<file path="src/alu_macros.svh">
`ifndef ALU_MACROS_SVH
`define ALU_MACROS_SVH

`define ALU_WORD_W  32
`define ALU_DWORD_W 64
`define ALUOP_W     8

`define MUL_LATENCY 3   // edges from accepting start to ready, at least 3
`define DIV_ITER    32  // one quotient bit per step

// single-cycle ops
`define ALUOP_NOP   8'h00
`define ALUOP_ADD   8'h01
`define ALUOP_ADDU  8'h02
`define ALUOP_SUB   8'h03
`define ALUOP_SUBU  8'h04
`define ALUOP_SLT   8'h05
`define ALUOP_SLTU  8'h06
`define ALUOP_AND   8'h07
`define ALUOP_OR    8'h08
`define ALUOP_NOR   8'h09
`define ALUOP_XOR   8'h0a
`define ALUOP_LUI   8'h0b
`define ALUOP_SLL   8'h0c
`define ALUOP_SRL   8'h0d
`define ALUOP_SRA   8'h0e
`define ALUOP_ROTR  8'h0f
`define ALUOP_CLO   8'h10
`define ALUOP_CLZ   8'h11
`define ALUOP_MOV   8'h12
`define ALUOP_MFHI  8'h13
`define ALUOP_MFLO  8'h14
`define ALUOP_MFC0  8'h15
`define ALUOP_MTHI  8'h16
`define ALUOP_MTLO  8'h17

// multi-cycle ops
`define ALUOP_MULT  8'h18
`define ALUOP_MULTU 8'h19
`define ALUOP_MADD  8'h1a
`define ALUOP_MSUB  8'h1b
`define ALUOP_MADDU 8'h1c
`define ALUOP_MSUBU 8'h1d
`define ALUOP_DIV   8'h1e
`define ALUOP_DIVU  8'h1f

`endif

</file>
<file path="src/alu_pkg.sv">
`include "alu_macros.svh"

package alu_pkg;

    typedef logic [`ALU_WORD_W-1:0]          word_t;
    typedef logic [`ALU_DWORD_W-1:0]         dword_t;
    typedef logic [`ALUOP_W-1:0]             aluop_t;
    typedef logic [$clog2(`ALU_WORD_W)-1:0]  shamt_t;

    // op as presented to execute
    typedef struct packed {
        aluop_t aluop;
        word_t  a;
        word_t  b;
        word_t  cp0_data;
    } ex_op_t;

    // execute -> writeback
    typedef struct packed {
        word_t  y;
        logic   overflow;
        logic   hilo_wr;
        dword_t hilo_next;   // {hi, lo}
    } ex_result_t;

    typedef enum logic [1:0] {
        DIV_IDLE,
        DIV_BUSY,
        DIV_DONE
    } div_state_t;

endpackage

</file>
<file path="src/alu_simple.sv">
`timescale 1ns/1ps
`include "alu_macros.svh"

module alu_simple (
    input  alu_pkg::ex_op_t op,
    input  alu_pkg::dword_t hilo,
    output alu_pkg::word_t  y,
    output logic            overflow,
    output logic            hilo_wr,
    output alu_pkg::dword_t hilo_next
);
    import alu_pkg::*;

    shamt_t sh;
    dword_t rot;

    // run of bits equal to val from the msb, 32 when all match
    function automatic word_t lead_count(word_t v, logic val);
        word_t cnt;
        logic  run;
        cnt = '0;
        run = 1'b1;
        for (int i = `ALU_WORD_W - 1; i >= 0; i--) begin
            if (run && v[i] == val)
                cnt = cnt + 1'b1;
            else
                run = 1'b0;
        end
        return cnt;
    endfunction

    assign sh  = op.a[$bits(shamt_t)-1:0];
    assign rot = {op.b, op.b} >> sh;

    always_comb begin
        y         = '0;
        overflow  = 1'b0;
        hilo_wr   = 1'b0;
        hilo_next = hilo;
        case (op.aluop)
            `ALUOP_ADD: begin
                y        = op.a + op.b;
                overflow = (op.a[31] == op.b[31]) && (y[31] != op.a[31]);
            end
            `ALUOP_ADDU: y = op.a + op.b;
            `ALUOP_SUB: begin
                y        = op.a - op.b;
                overflow = (op.a[31] != op.b[31]) && (y[31] != op.a[31]);
            end
            `ALUOP_SUBU: y = op.a - op.b;
            `ALUOP_SLT:  y = word_t'($signed(op.a) < $signed(op.b));
            `ALUOP_SLTU: y = word_t'(op.a < op.b);
            `ALUOP_AND:  y = op.a & op.b;
            `ALUOP_OR:   y = op.a | op.b;
            `ALUOP_NOR:  y = ~(op.a | op.b);
            `ALUOP_XOR:  y = op.a ^ op.b;
            `ALUOP_LUI:  y = {op.b[15:0], 16'h0000};
            `ALUOP_SLL:  y = op.b << sh;
            `ALUOP_SRL:  y = op.b >> sh;
            `ALUOP_SRA:  y = $signed(op.b) >>> sh;
            `ALUOP_ROTR: y = rot[`ALU_WORD_W-1:0];
            `ALUOP_CLO:  y = lead_count(op.a, 1'b1);
            `ALUOP_CLZ:  y = lead_count(op.a, 1'b0);
            `ALUOP_MOV:  y = op.a;
            `ALUOP_MFHI: y = hilo[`ALU_DWORD_W-1:`ALU_WORD_W];
            `ALUOP_MFLO: y = hilo[`ALU_WORD_W-1:0];
            `ALUOP_MFC0: y = op.cp0_data;
            `ALUOP_MTHI: begin
                hilo_wr   = 1'b1;
                hilo_next = {op.a, hilo[`ALU_WORD_W-1:0]};
            end
            `ALUOP_MTLO: begin
                hilo_wr   = 1'b1;
                hilo_next = {hilo[`ALU_DWORD_W-1:`ALU_WORD_W], op.a};
            end
            default: y = '0;   // nop and multi-cycle ops
        endcase
    end

endmodule

</file>
<file path="src/mul_unit.sv">
`timescale 1ns/1ps
`include "alu_macros.svh"

module mul_unit (
    input  logic            clk,
    input  logic            reset,
    input  logic            start,
    input  logic            sign,
    input  alu_pkg::word_t  a,
    input  alu_pkg::word_t  b,
    output alu_pkg::dword_t result,
    output logic            ready
);
    import alu_pkg::*;

    localparam int CNT_W = $clog2(`MUL_LATENCY + 1);
    localparam logic [CNT_W-1:0] LAST = CNT_W'(`MUL_LATENCY - 1);

    logic             busy;
    logic [CNT_W-1:0] count;
    logic             accept;
    word_t            mag_a;
    word_t            mag_b;
    logic             neg;
    dword_t           prod;

    assign accept = start && !busy;   // start while busy is ignored

    always_ff @(posedge clk) begin
        if (reset) begin
            busy  <= 1'b0;
            count <= '0;
            ready <= 1'b0;
        end else begin
            ready <= 1'b0;
            if (accept) begin
                busy  <= 1'b1;
                count <= CNT_W'(1);
            end else if (busy) begin
                count <= count + 1'b1;
                if (count == LAST) begin
                    busy  <= 1'b0;
                    ready <= 1'b1;
                end
            end
        end
    end

    always_ff @(posedge clk) begin
        if (accept) begin
            mag_a <= (sign && a[31]) ? -a : a;
            mag_b <= (sign && b[31]) ? -b : b;
            neg   <= sign && (a[31] ^ b[31]);
        end else if (busy) begin
            prod <= dword_t'(mag_a) * dword_t'(mag_b);
            if (count == LAST)
                result <= neg ? -prod : prod;   // sign fix on the way out
        end
    end

endmodule

</file>
<file path="src/div_unit.sv">
`timescale 1ns/1ps
`include "alu_macros.svh"

module div_unit (
    input  logic            clk,
    input  logic            reset,
    input  logic            start,
    input  logic            sign,
    input  alu_pkg::word_t  a,
    input  alu_pkg::word_t  b,
    output alu_pkg::dword_t result,
    output logic            ready
);
    import alu_pkg::*;

    localparam int CNT_W = $clog2(`DIV_ITER);

    div_state_t               state;
    logic [CNT_W-1:0]         step;
    word_t                    quo;       // dividend shifts out, quotient shifts in
    word_t                    rem;
    word_t                    dsr;
    word_t                    dividend;
    logic                     neg_q;
    logic                     neg_r;
    logic                     by_zero;
    logic [`ALU_WORD_W:0]     shifted;
    logic [`ALU_WORD_W:0]     diff;

    assign shifted = {rem, quo[`ALU_WORD_W-1]};
    assign diff    = shifted - {1'b0, dsr};

    always_ff @(posedge clk) begin
        if (reset) begin
            state <= DIV_IDLE;
            step  <= '0;
        end else begin
            case (state)
                DIV_IDLE: begin
                    if (start) begin
                        state <= DIV_BUSY;
                        step  <= '0;
                    end
                end
                DIV_BUSY: begin
                    step <= step + 1'b1;
                    if (step == CNT_W'(`DIV_ITER - 1))
                        state <= DIV_DONE;
                end
                default: state <= DIV_IDLE;   // done lasts one cycle
            endcase
        end
    end

    always_ff @(posedge clk) begin
        if (state == DIV_IDLE && start) begin
            quo      <= (sign && a[31]) ? -a : a;
            dsr      <= (sign && b[31]) ? -b : b;
            rem      <= '0;
            dividend <= a;
            neg_q    <= sign && (a[31] ^ b[31]);
            neg_r    <= sign && a[31];   // remainder follows the dividend
            by_zero  <= (b == '0);
        end else if (state == DIV_BUSY) begin
            if (!diff[`ALU_WORD_W]) begin   // restore skipped when no borrow
                rem <= diff[`ALU_WORD_W-1:0];
                quo <= {quo[`ALU_WORD_W-2:0], 1'b1};
            end else begin
                rem <= shifted[`ALU_WORD_W-1:0];
                quo <= {quo[`ALU_WORD_W-2:0], 1'b0};
            end
        end
    end

    assign ready = (state == DIV_DONE);

    always_comb begin
        if (by_zero)
            result = {dividend, {`ALU_WORD_W{1'b1}}};
        else
            result = {neg_r ? -rem : rem, neg_q ? -quo : quo};   // {hi, lo}
    end

endmodule

</file>
<file path="src/alu_master.sv">
`timescale 1ns/1ps
`include "alu_macros.svh"

module alu_master (
    input  logic                clk,
    input  logic                reset,
    input  alu_pkg::ex_op_t     op,
    input  alu_pkg::dword_t     hilo,
    output logic                stall,
    output alu_pkg::ex_result_t result
);
    import alu_pkg::*;

    ex_result_t simple_res;
    logic       mul_start;
    logic       mul_sign;
    dword_t     mul_result;
    logic       mul_ready;
    logic       div_start;
    logic       div_sign;
    dword_t     div_result;
    logic       div_ready;

    // last divide, kept for an identical follow-on
    logic       cache_valid;
    aluop_t     cache_op;
    word_t      cache_a;
    word_t      cache_b;
    dword_t     cache_result;
    logic       cache_hit;

    alu_simple u_simple (
        .op        (op),
        .hilo      (hilo),
        .y         (simple_res.y),
        .overflow  (simple_res.overflow),
        .hilo_wr   (simple_res.hilo_wr),
        .hilo_next (simple_res.hilo_next)
    );

    mul_unit u_mul (
        .clk    (clk),
        .reset  (reset),
        .start  (mul_start),
        .sign   (mul_sign),
        .a      (op.a),
        .b      (op.b),
        .result (mul_result),
        .ready  (mul_ready)
    );

    div_unit u_div (
        .clk    (clk),
        .reset  (reset),
        .start  (div_start),
        .sign   (div_sign),
        .a      (op.a),
        .b      (op.b),
        .result (div_result),
        .ready  (div_ready)
    );

    assign cache_hit = cache_valid && cache_op == op.aluop &&
                       cache_a == op.a && cache_b == op.b;

    always_comb begin
        mul_start = 1'b0;
        mul_sign  = 1'b0;
        div_start = 1'b0;
        div_sign  = 1'b0;
        stall     = 1'b0;
        result    = '0;
        case (op.aluop)
            `ALUOP_MULT, `ALUOP_MULTU, `ALUOP_MADD,
            `ALUOP_MSUB, `ALUOP_MADDU, `ALUOP_MSUBU: begin
                mul_sign = op.aluop == `ALUOP_MULT || op.aluop == `ALUOP_MADD ||
                           op.aluop == `ALUOP_MSUB;
                if (mul_ready) begin
                    result.hilo_wr = 1'b1;
                    case (op.aluop)
                        `ALUOP_MADD, `ALUOP_MADDU: result.hilo_next = hilo + mul_result;
                        `ALUOP_MSUB, `ALUOP_MSUBU: result.hilo_next = hilo - mul_result;
                        default: begin
                            result.hilo_next = mul_result;
                            result.y         = mul_result[`ALU_WORD_W-1:0];
                        end
                    endcase
                end else begin
                    mul_start = 1'b1;
                    stall     = 1'b1;
                end
            end
            `ALUOP_DIV, `ALUOP_DIVU: begin
                div_sign = (op.aluop == `ALUOP_DIV);
                if (div_ready) begin
                    result.hilo_wr   = 1'b1;
                    result.hilo_next = div_result;
                end else if (cache_hit) begin   // skip the divider
                    result.hilo_wr   = 1'b1;
                    result.hilo_next = cache_result;
                end else begin
                    div_start = 1'b1;
                    stall     = 1'b1;
                end
            end
            default: result = simple_res;
        endcase
    end

    always_ff @(posedge clk) begin
        if (reset)
            cache_valid <= 1'b0;
        else if (div_ready)
            cache_valid <= 1'b1;
    end

    always_ff @(posedge clk) begin
        if (div_ready) begin
            cache_op     <= op.aluop;
            cache_a      <= op.a;
            cache_b      <= op.b;
            cache_result <= div_result;
        end
    end

endmodule

</file>
<file path="src/ex_writeback.sv">
`timescale 1ns/1ps

module ex_writeback (
    input  logic                clk,
    input  logic                reset,
    input  alu_pkg::ex_result_t result,
    output alu_pkg::word_t      y,
    output logic                overflow,
    output alu_pkg::dword_t     hilo
);
    import alu_pkg::*;

    word_t  y_q;
    logic   ovf_q;
    dword_t hilo_q;   // {hi, lo}

    always_ff @(posedge clk) begin
        if (reset) begin
            y_q    <= '0;
            ovf_q  <= 1'b0;
            hilo_q <= '0;
        end else begin
            y_q   <= result.y;
            ovf_q <= result.overflow;
            if (result.hilo_wr)
                hilo_q <= result.hilo_next;
        end
    end

    assign y        = y_q;
    assign overflow = ovf_q;
    assign hilo     = hilo_q;

endmodule

</file>
<file path="src/ex_top.sv">
`timescale 1ns/1ps

module ex_top (
    input  logic            clk,
    input  logic            reset,
    input  alu_pkg::aluop_t aluop,
    input  alu_pkg::word_t  a,
    input  alu_pkg::word_t  b,
    input  alu_pkg::word_t  cp0_data,
    output logic            stall,
    output alu_pkg::word_t  y,
    output logic            overflow,
    output alu_pkg::dword_t hilo
);
    import alu_pkg::*;

    ex_op_t     op;
    ex_result_t ex_result;

    assign op = '{aluop: aluop, a: a, b: b, cp0_data: cp0_data};

    alu_master u_master (
        .clk    (clk),
        .reset  (reset),
        .op     (op),
        .hilo   (hilo),   // current hi/lo back from writeback
        .stall  (stall),
        .result (ex_result)
    );

    ex_writeback u_wb (
        .clk      (clk),
        .reset    (reset),
        .result   (ex_result),
        .y        (y),
        .overflow (overflow),
        .hilo     (hilo)
    );

endmodule

</file>
<file path="config.mk">
export PLATFORM = sky130hd
export DESIGN_NAME = ex_top
export DESIGN_NICKNAME = d
export VERILOG_FILES = /design/src/alu_pkg.sv /design/src/alu_simple.sv /design/src/mul_unit.sv /design/src/div_unit.sv /design/src/alu_master.sv /design/src/ex_writeback.sv /design/src/ex_top.sv
export VERILOG_INCLUDE_DIRS = /design/src /design/src/src
export SDC_FILE = /design/constraint.sdc
export NUM_CORES = 2
export LEC_CHECK = 0
export BUFFER_PORTS_ARGS = -buffer_cell sky130_fd_sc_hd__clkbuf_2
export CAP_MARGIN = 25
export CORE_MARGIN = 2
export CORE_UTILIZATION = 70
export CTS_CLUSTER_DIAMETER = 40
export DETAILED_ROUTE_END_ITERATION = 10
export PLACE_DENSITY = 0.95
export RECOVER_POWER = 50
export REMOVE_ABC_BUFFERS = 1
export SYNTH_ARGS = -nofsm -noshare
export SYNTH_HDL_FRONTEND = slang
export SYNTH_SLANG_ARGS = --single-unit
</file>
<file path="constraint.sdc">
create_clock -name clk -period 52.3 [get_ports clk]
set_input_delay 0 -clock clk [delete_from_list [all_inputs] [get_ports clk]]
set_output_delay 0 -clock clk [all_outputs]
set_load 0.01 [all_outputs]
</file>
==> out/results.txt, run 1 <==
status: did not finish
Stop stage: 5_1_grt
Log Error: [ERROR GRT-0232] Routing congestion too high. Check the congestion heatmap in the GUI.
PostCTS Resize Cnt: 0
Die X: 345 um
std cell rows: 125
most common cell in the netlist: nand2_1
Main synth FF type: edfxtp_1
top cells by count, synth: 1518 x nand2_1, 1142 x inv_1, 900 x fa_1
count of flip-flops with a built-in enable after synthesis: 428
largest net degree at the start of global routing: 94
post-DP HPWL: 269000 um
root buf cell: clkbuf_16
grt total ovfl: 116
post-synthesis instance area: 81600 um^2
syn_area_per_cell: 8.50 um^2
starting density of the core: 70.4%
Ports: 204
ranking of synthesized cells by area: fa_1 22%, edfxtp_1 16%, ha_1 8.0%
cts bufs inserted: 84
Setup Fix Bufs, Post-CTS: 0
Yosys reg bits: 569
share of the synthesized area in the top cell type: 22.1%
Synth Warn #: 0
deepest clock path buffer count: 3
library cells used by synthesis: 111
Placer Congestion: 1.18
CTS Sinks: 569
cell taking the most area after synthesis: fa_1
die height: 345 um
sequential area share after synthesis: 19.2%
synthesized instance count: 9594
H-tree levels: 3
IO Port Bufs: 203
asr flop ratio synth: 0%
Total GRT Usage: 74.0%
==> cell families after synthesis <==
family,Yosys count,share of synthesized area [%]
adders and majority gates,1426,30.1
DFF,569,19.2
muxes,189,2.53
AOI/OAI and AO/OA,1743,14.2
and+or+nand+nor,3304,18.7
xor gates and xnor gates,652,7.34
buffers and inverters,1711,7.91
==> through the flow <==
stage	utilization, %	std cells	cell area (um^2)	hold WS (ns)	setup WS (ns)
2_1_floorplan	-	9044	79500	0.0691	34.74
3_3_place_gp	72.4	10952	83900	0.293	31.97
3_5_place_dp	72.4	10955	83900	0.293	31.67
4_1_cts	75.5	11179	87500	0.00933	32.02
==> layer usage <==
metal | track usage, % | overflow
met1 | 74.6 | 9
met2 | 89.2 | 47
met3 | 58.8 | 3
met4 | 73.1 | 57
met5 | 35.8 | 0
==> what timing repair did <==
action	4_1_cts
hold buffers	68
endpoints found under the setup margin	0
hold endpoints to repair	140
==> inputs of run 2 (changes only) <==
--- a/config.mk
+++ b/config.mk
@@ -9,10 +9,9 @@
 export BUFFER_PORTS_ARGS = -buffer_cell sky130_fd_sc_hd__clkbuf_2
 export CAP_MARGIN = 25
 export CORE_MARGIN = 2
-export CORE_UTILIZATION = 70
-export CTS_CLUSTER_DIAMETER = 40
+export CORE_UTILIZATION = 40
 export DETAILED_ROUTE_END_ITERATION = 10
-export PLACE_DENSITY = 0.95
+export PLACE_DENSITY_LB_ADDON = 0.15
 export RECOVER_POWER = 50
 export REMOVE_ABC_BUFFERS = 1
 export SYNTH_ARGS = -nofsm -noshare
==> run 2 against run 1 <==
The flow now finishes, with violations (max-capacitance violations, max-slew violations). Area after synthesis stayed put. Synthesized cell count stayed put.
==> out/results.txt, run 2 <==
status: finished with violations
failing checks: max-capacitance violations, max-slew violations
cts bufs inserted: 68
Power Density: 27.8 nW/um^2
fin. max-slew vios: 1790
area of the multi-input gates: 59500 um^2
Worst Max-Slew Pin Slew: 8.63 ns
max_slew headroom: -475%
Startpoint Class: input port
Tightest Hold Check Type: input port to register
Reg area: 15700 um^2
hold path startpoint: cp0_data[11]
clock slew at reported path FFs: 0.06 ns
CTS Sinks: 569
# hold bufs at CTS: 68
final instance area: 88200 um^2
RSZ-0062 raised after global routing: no
DR pass1 iterations: 9
ranking of synthesized cells by area: fa_1 22%, edfxtp_1 16%, ha_1 8.0%
die area: 208000 um^2
cell taking the most area after synthesis: fa_1
grt total ovfl: 0
H-tree levels: 3
Core Footprint: 203000 um^2
Yosys reg bits: 569
reg-to-reg slack, setup: 41.59 ns
Total GRT Usage: 34.8%
synthesis-to-finish area growth: 8.07%
TNS Setup: 0 ns
via count: 73667
Max Cap Viol: 58
# setup viols final: 0
CTS tree: done
Max Clk Rate: 43.9 MHz
most frequent cells in the layout: 1517 x nand2_1, 1138 x inv_1, 900 x fa_1, 604 x nor2_1, 521 x ha_1
global-route wire length before repair: 527000 um
post-route ant nets: 0
count of flip-flops with a built-in enable after synthesis: 428
vias in the first global route: 72891
Critical Path Slowest Stage Cell: clkbuf_1
post-DP HPWL: 280000 um
Pleak: 38.3 nW
nets: 11113
starting density of the core: 40.3%
most common cell in the netlist: nand2_1
largest net degree at the start of global routing: 164
die height: 456 um
wire per inst: 29.8 um
Critical Path AT: 23.29 ns
initial DRC count: 7747
WHS Path Cells: 6
CP Capture Type: register
Placed Area: 85500 um^2
Post-Place Worst Slack: 31.53 ns
share of the synthesized area in the top cell type: 22.1%
M1 WL: 149000 um
met2 wire length: 162000 um
drt drc: 0
root buf cell: clkbuf_16
Main synth FF type: edfxtp_1
Hold EP: u_wb.y[11]$_SDFF_PP0_
worst reg2reg path endpoint: u_master.u_mul.prod[63]$_DFFE_PP_
Synth Warn #: 0
IO Port Bufs: 203
commonest non-fill, non-tap cell in the layout: nand2_1
routed vias/inst: 5.98
share of cells above drive strength 1: 4.74%
worst setup path class: input port to register
sequential area share after synthesis: 19.2%
part of the cycle the worst path needs: 43.5%
Placer Congestion: 1.04
deepest clock path buffer count: 3
library cells used by synthesis: 111
Clock Skews: 0.0540 ns
PostCTS Resize Cnt: 0
Hold Fails Final Rpt: 0
post-synthesis instance area: 81600 um^2
origin of the critical flop-to-flop path: u_master.u_mul.mag_a[0]$_DFFE_PP_
syn_area_per_cell: 8.50 um^2
asr flop ratio synth: 0%
# fillers: 20318
CP most frequent cell: ha_1
synthesized instance count: 9594
std cell rows: 165
Worst R2R Path Depth: 34
routed wire length: 368000 um
Period minus WS final: 22.77 ns
worst vdd ir: 0.0000314 V
met3 WL post-DR: 31100 um
Skew-Pair Late Insertion Delay: 0.72 ns
Die X: 456 um
Max stage delay on crit path: 1.28 ns
final core utilization: 43.5%
Crit path required time: 52.83 ns
Crit Path Max Fanout: 19
Final WS setup: 29.53 ns
top routing layer in use: met5
top cells by count, synth: 1518 x nand2_1, 1142 x inv_1, 900 x fa_1
Ports: 204
Setup Fix Bufs, Post-CTS: 0
initial antenna violation count: 41
-- run 2: cell counts after synthesis --
No cell type changed its count.
-- run 2: final cells by class --
class	count	area share, %
Antenna cell	16	0.0454
Clock buffer	84	2.06
Clock inverter	41	0.663
Inverter	1161	4.95
Multi-Input combinational cell	7314	67.5
Sequential cell	569	17.8
Tap cell	2672	3.79
Timing Repair Buffer	472	3.17
-- run 2: worst max-delay path by stage --
stage               startpoint                    to  cells after the start
finish                   a[30]  u_wb.y[3]$_SDFF_PP0_                     96
global route             a[30]  u_wb.y[7]$_SDFF_PP0_                     97
CTS                      a[30]  u_wb.y[3]$_SDFF_PP0_                     96
detailed placement       a[30]  u_wb.y[7]$_SDFF_PP0_                     96
global placement         a[30]  u_wb.y[7]$_SDFF_PP0_                     96
floorplan                a[30]  u_wb.y[7]$_SDFF_PP0_                     94
-- run 2: per-layer routing --
| layer | GRT usage, % | vias to the layer above |
|---|---|---|
| met2 | 54.2 | 3436 |
| met3 | 6.37 | 811 |
| met4 | 20.2 | 20 |
| li1 | - | 32230 |
| met1 | 45.3 | 37170 |
| met5 | 0 | - |
-- run 2: through the flow --
stage / hold slack (ns) / instances / power (mW)
after floorplan: 0.0691 / 9044 / 1.49
after global placement: 0.356 / 12118 / 1.91
after detailed placement: 0.357 / 12119 / 1.92
after CTS: 0.00174 / 12312 / 2.46
after global routing: 0.0687 / 12317 / 2.61
final: 0.0800 / 12329 / 2.45
-- run 2: power by group --
part	total [mW]	internal [mW]	leakage, nW	switching [mW]
combinational	1.33	0.526	32.1	0.806
clock	0.527	0.306	1.15	0.221
sequential	0.588	0.558	5.02	0.0302
total	2.45	1.39	38.3	1.06
-- run 2: kinds of logic after synthesis --
family | count (synthesis) | share of synthesized area [%]
adder cells (fa/ha/maj) | 1426 | 30.1
multiplexers | 189 | 2.53
flip-flops | 569 | 19.2
AO/OA/AOI/OAI | 1743 | 14.2
XOR/XNOR | 652 | 7.34
AND/OR/NAND/NOR | 3304 | 18.7
buffers and inverters | 1711 | 7.91
-- run 2: critical path: cells and delay by family --
family / cells / cell delay [ns]
simple gates: 19 / 1.74
xor+xnor: 3 / 0.56
mux: 20 / 3.86
compound gates: 21 / 5.11
fa+ha+maj: 28 / 9.01
buf+inv: 5 / 2.95
Power figures use the tool's default switching activity.
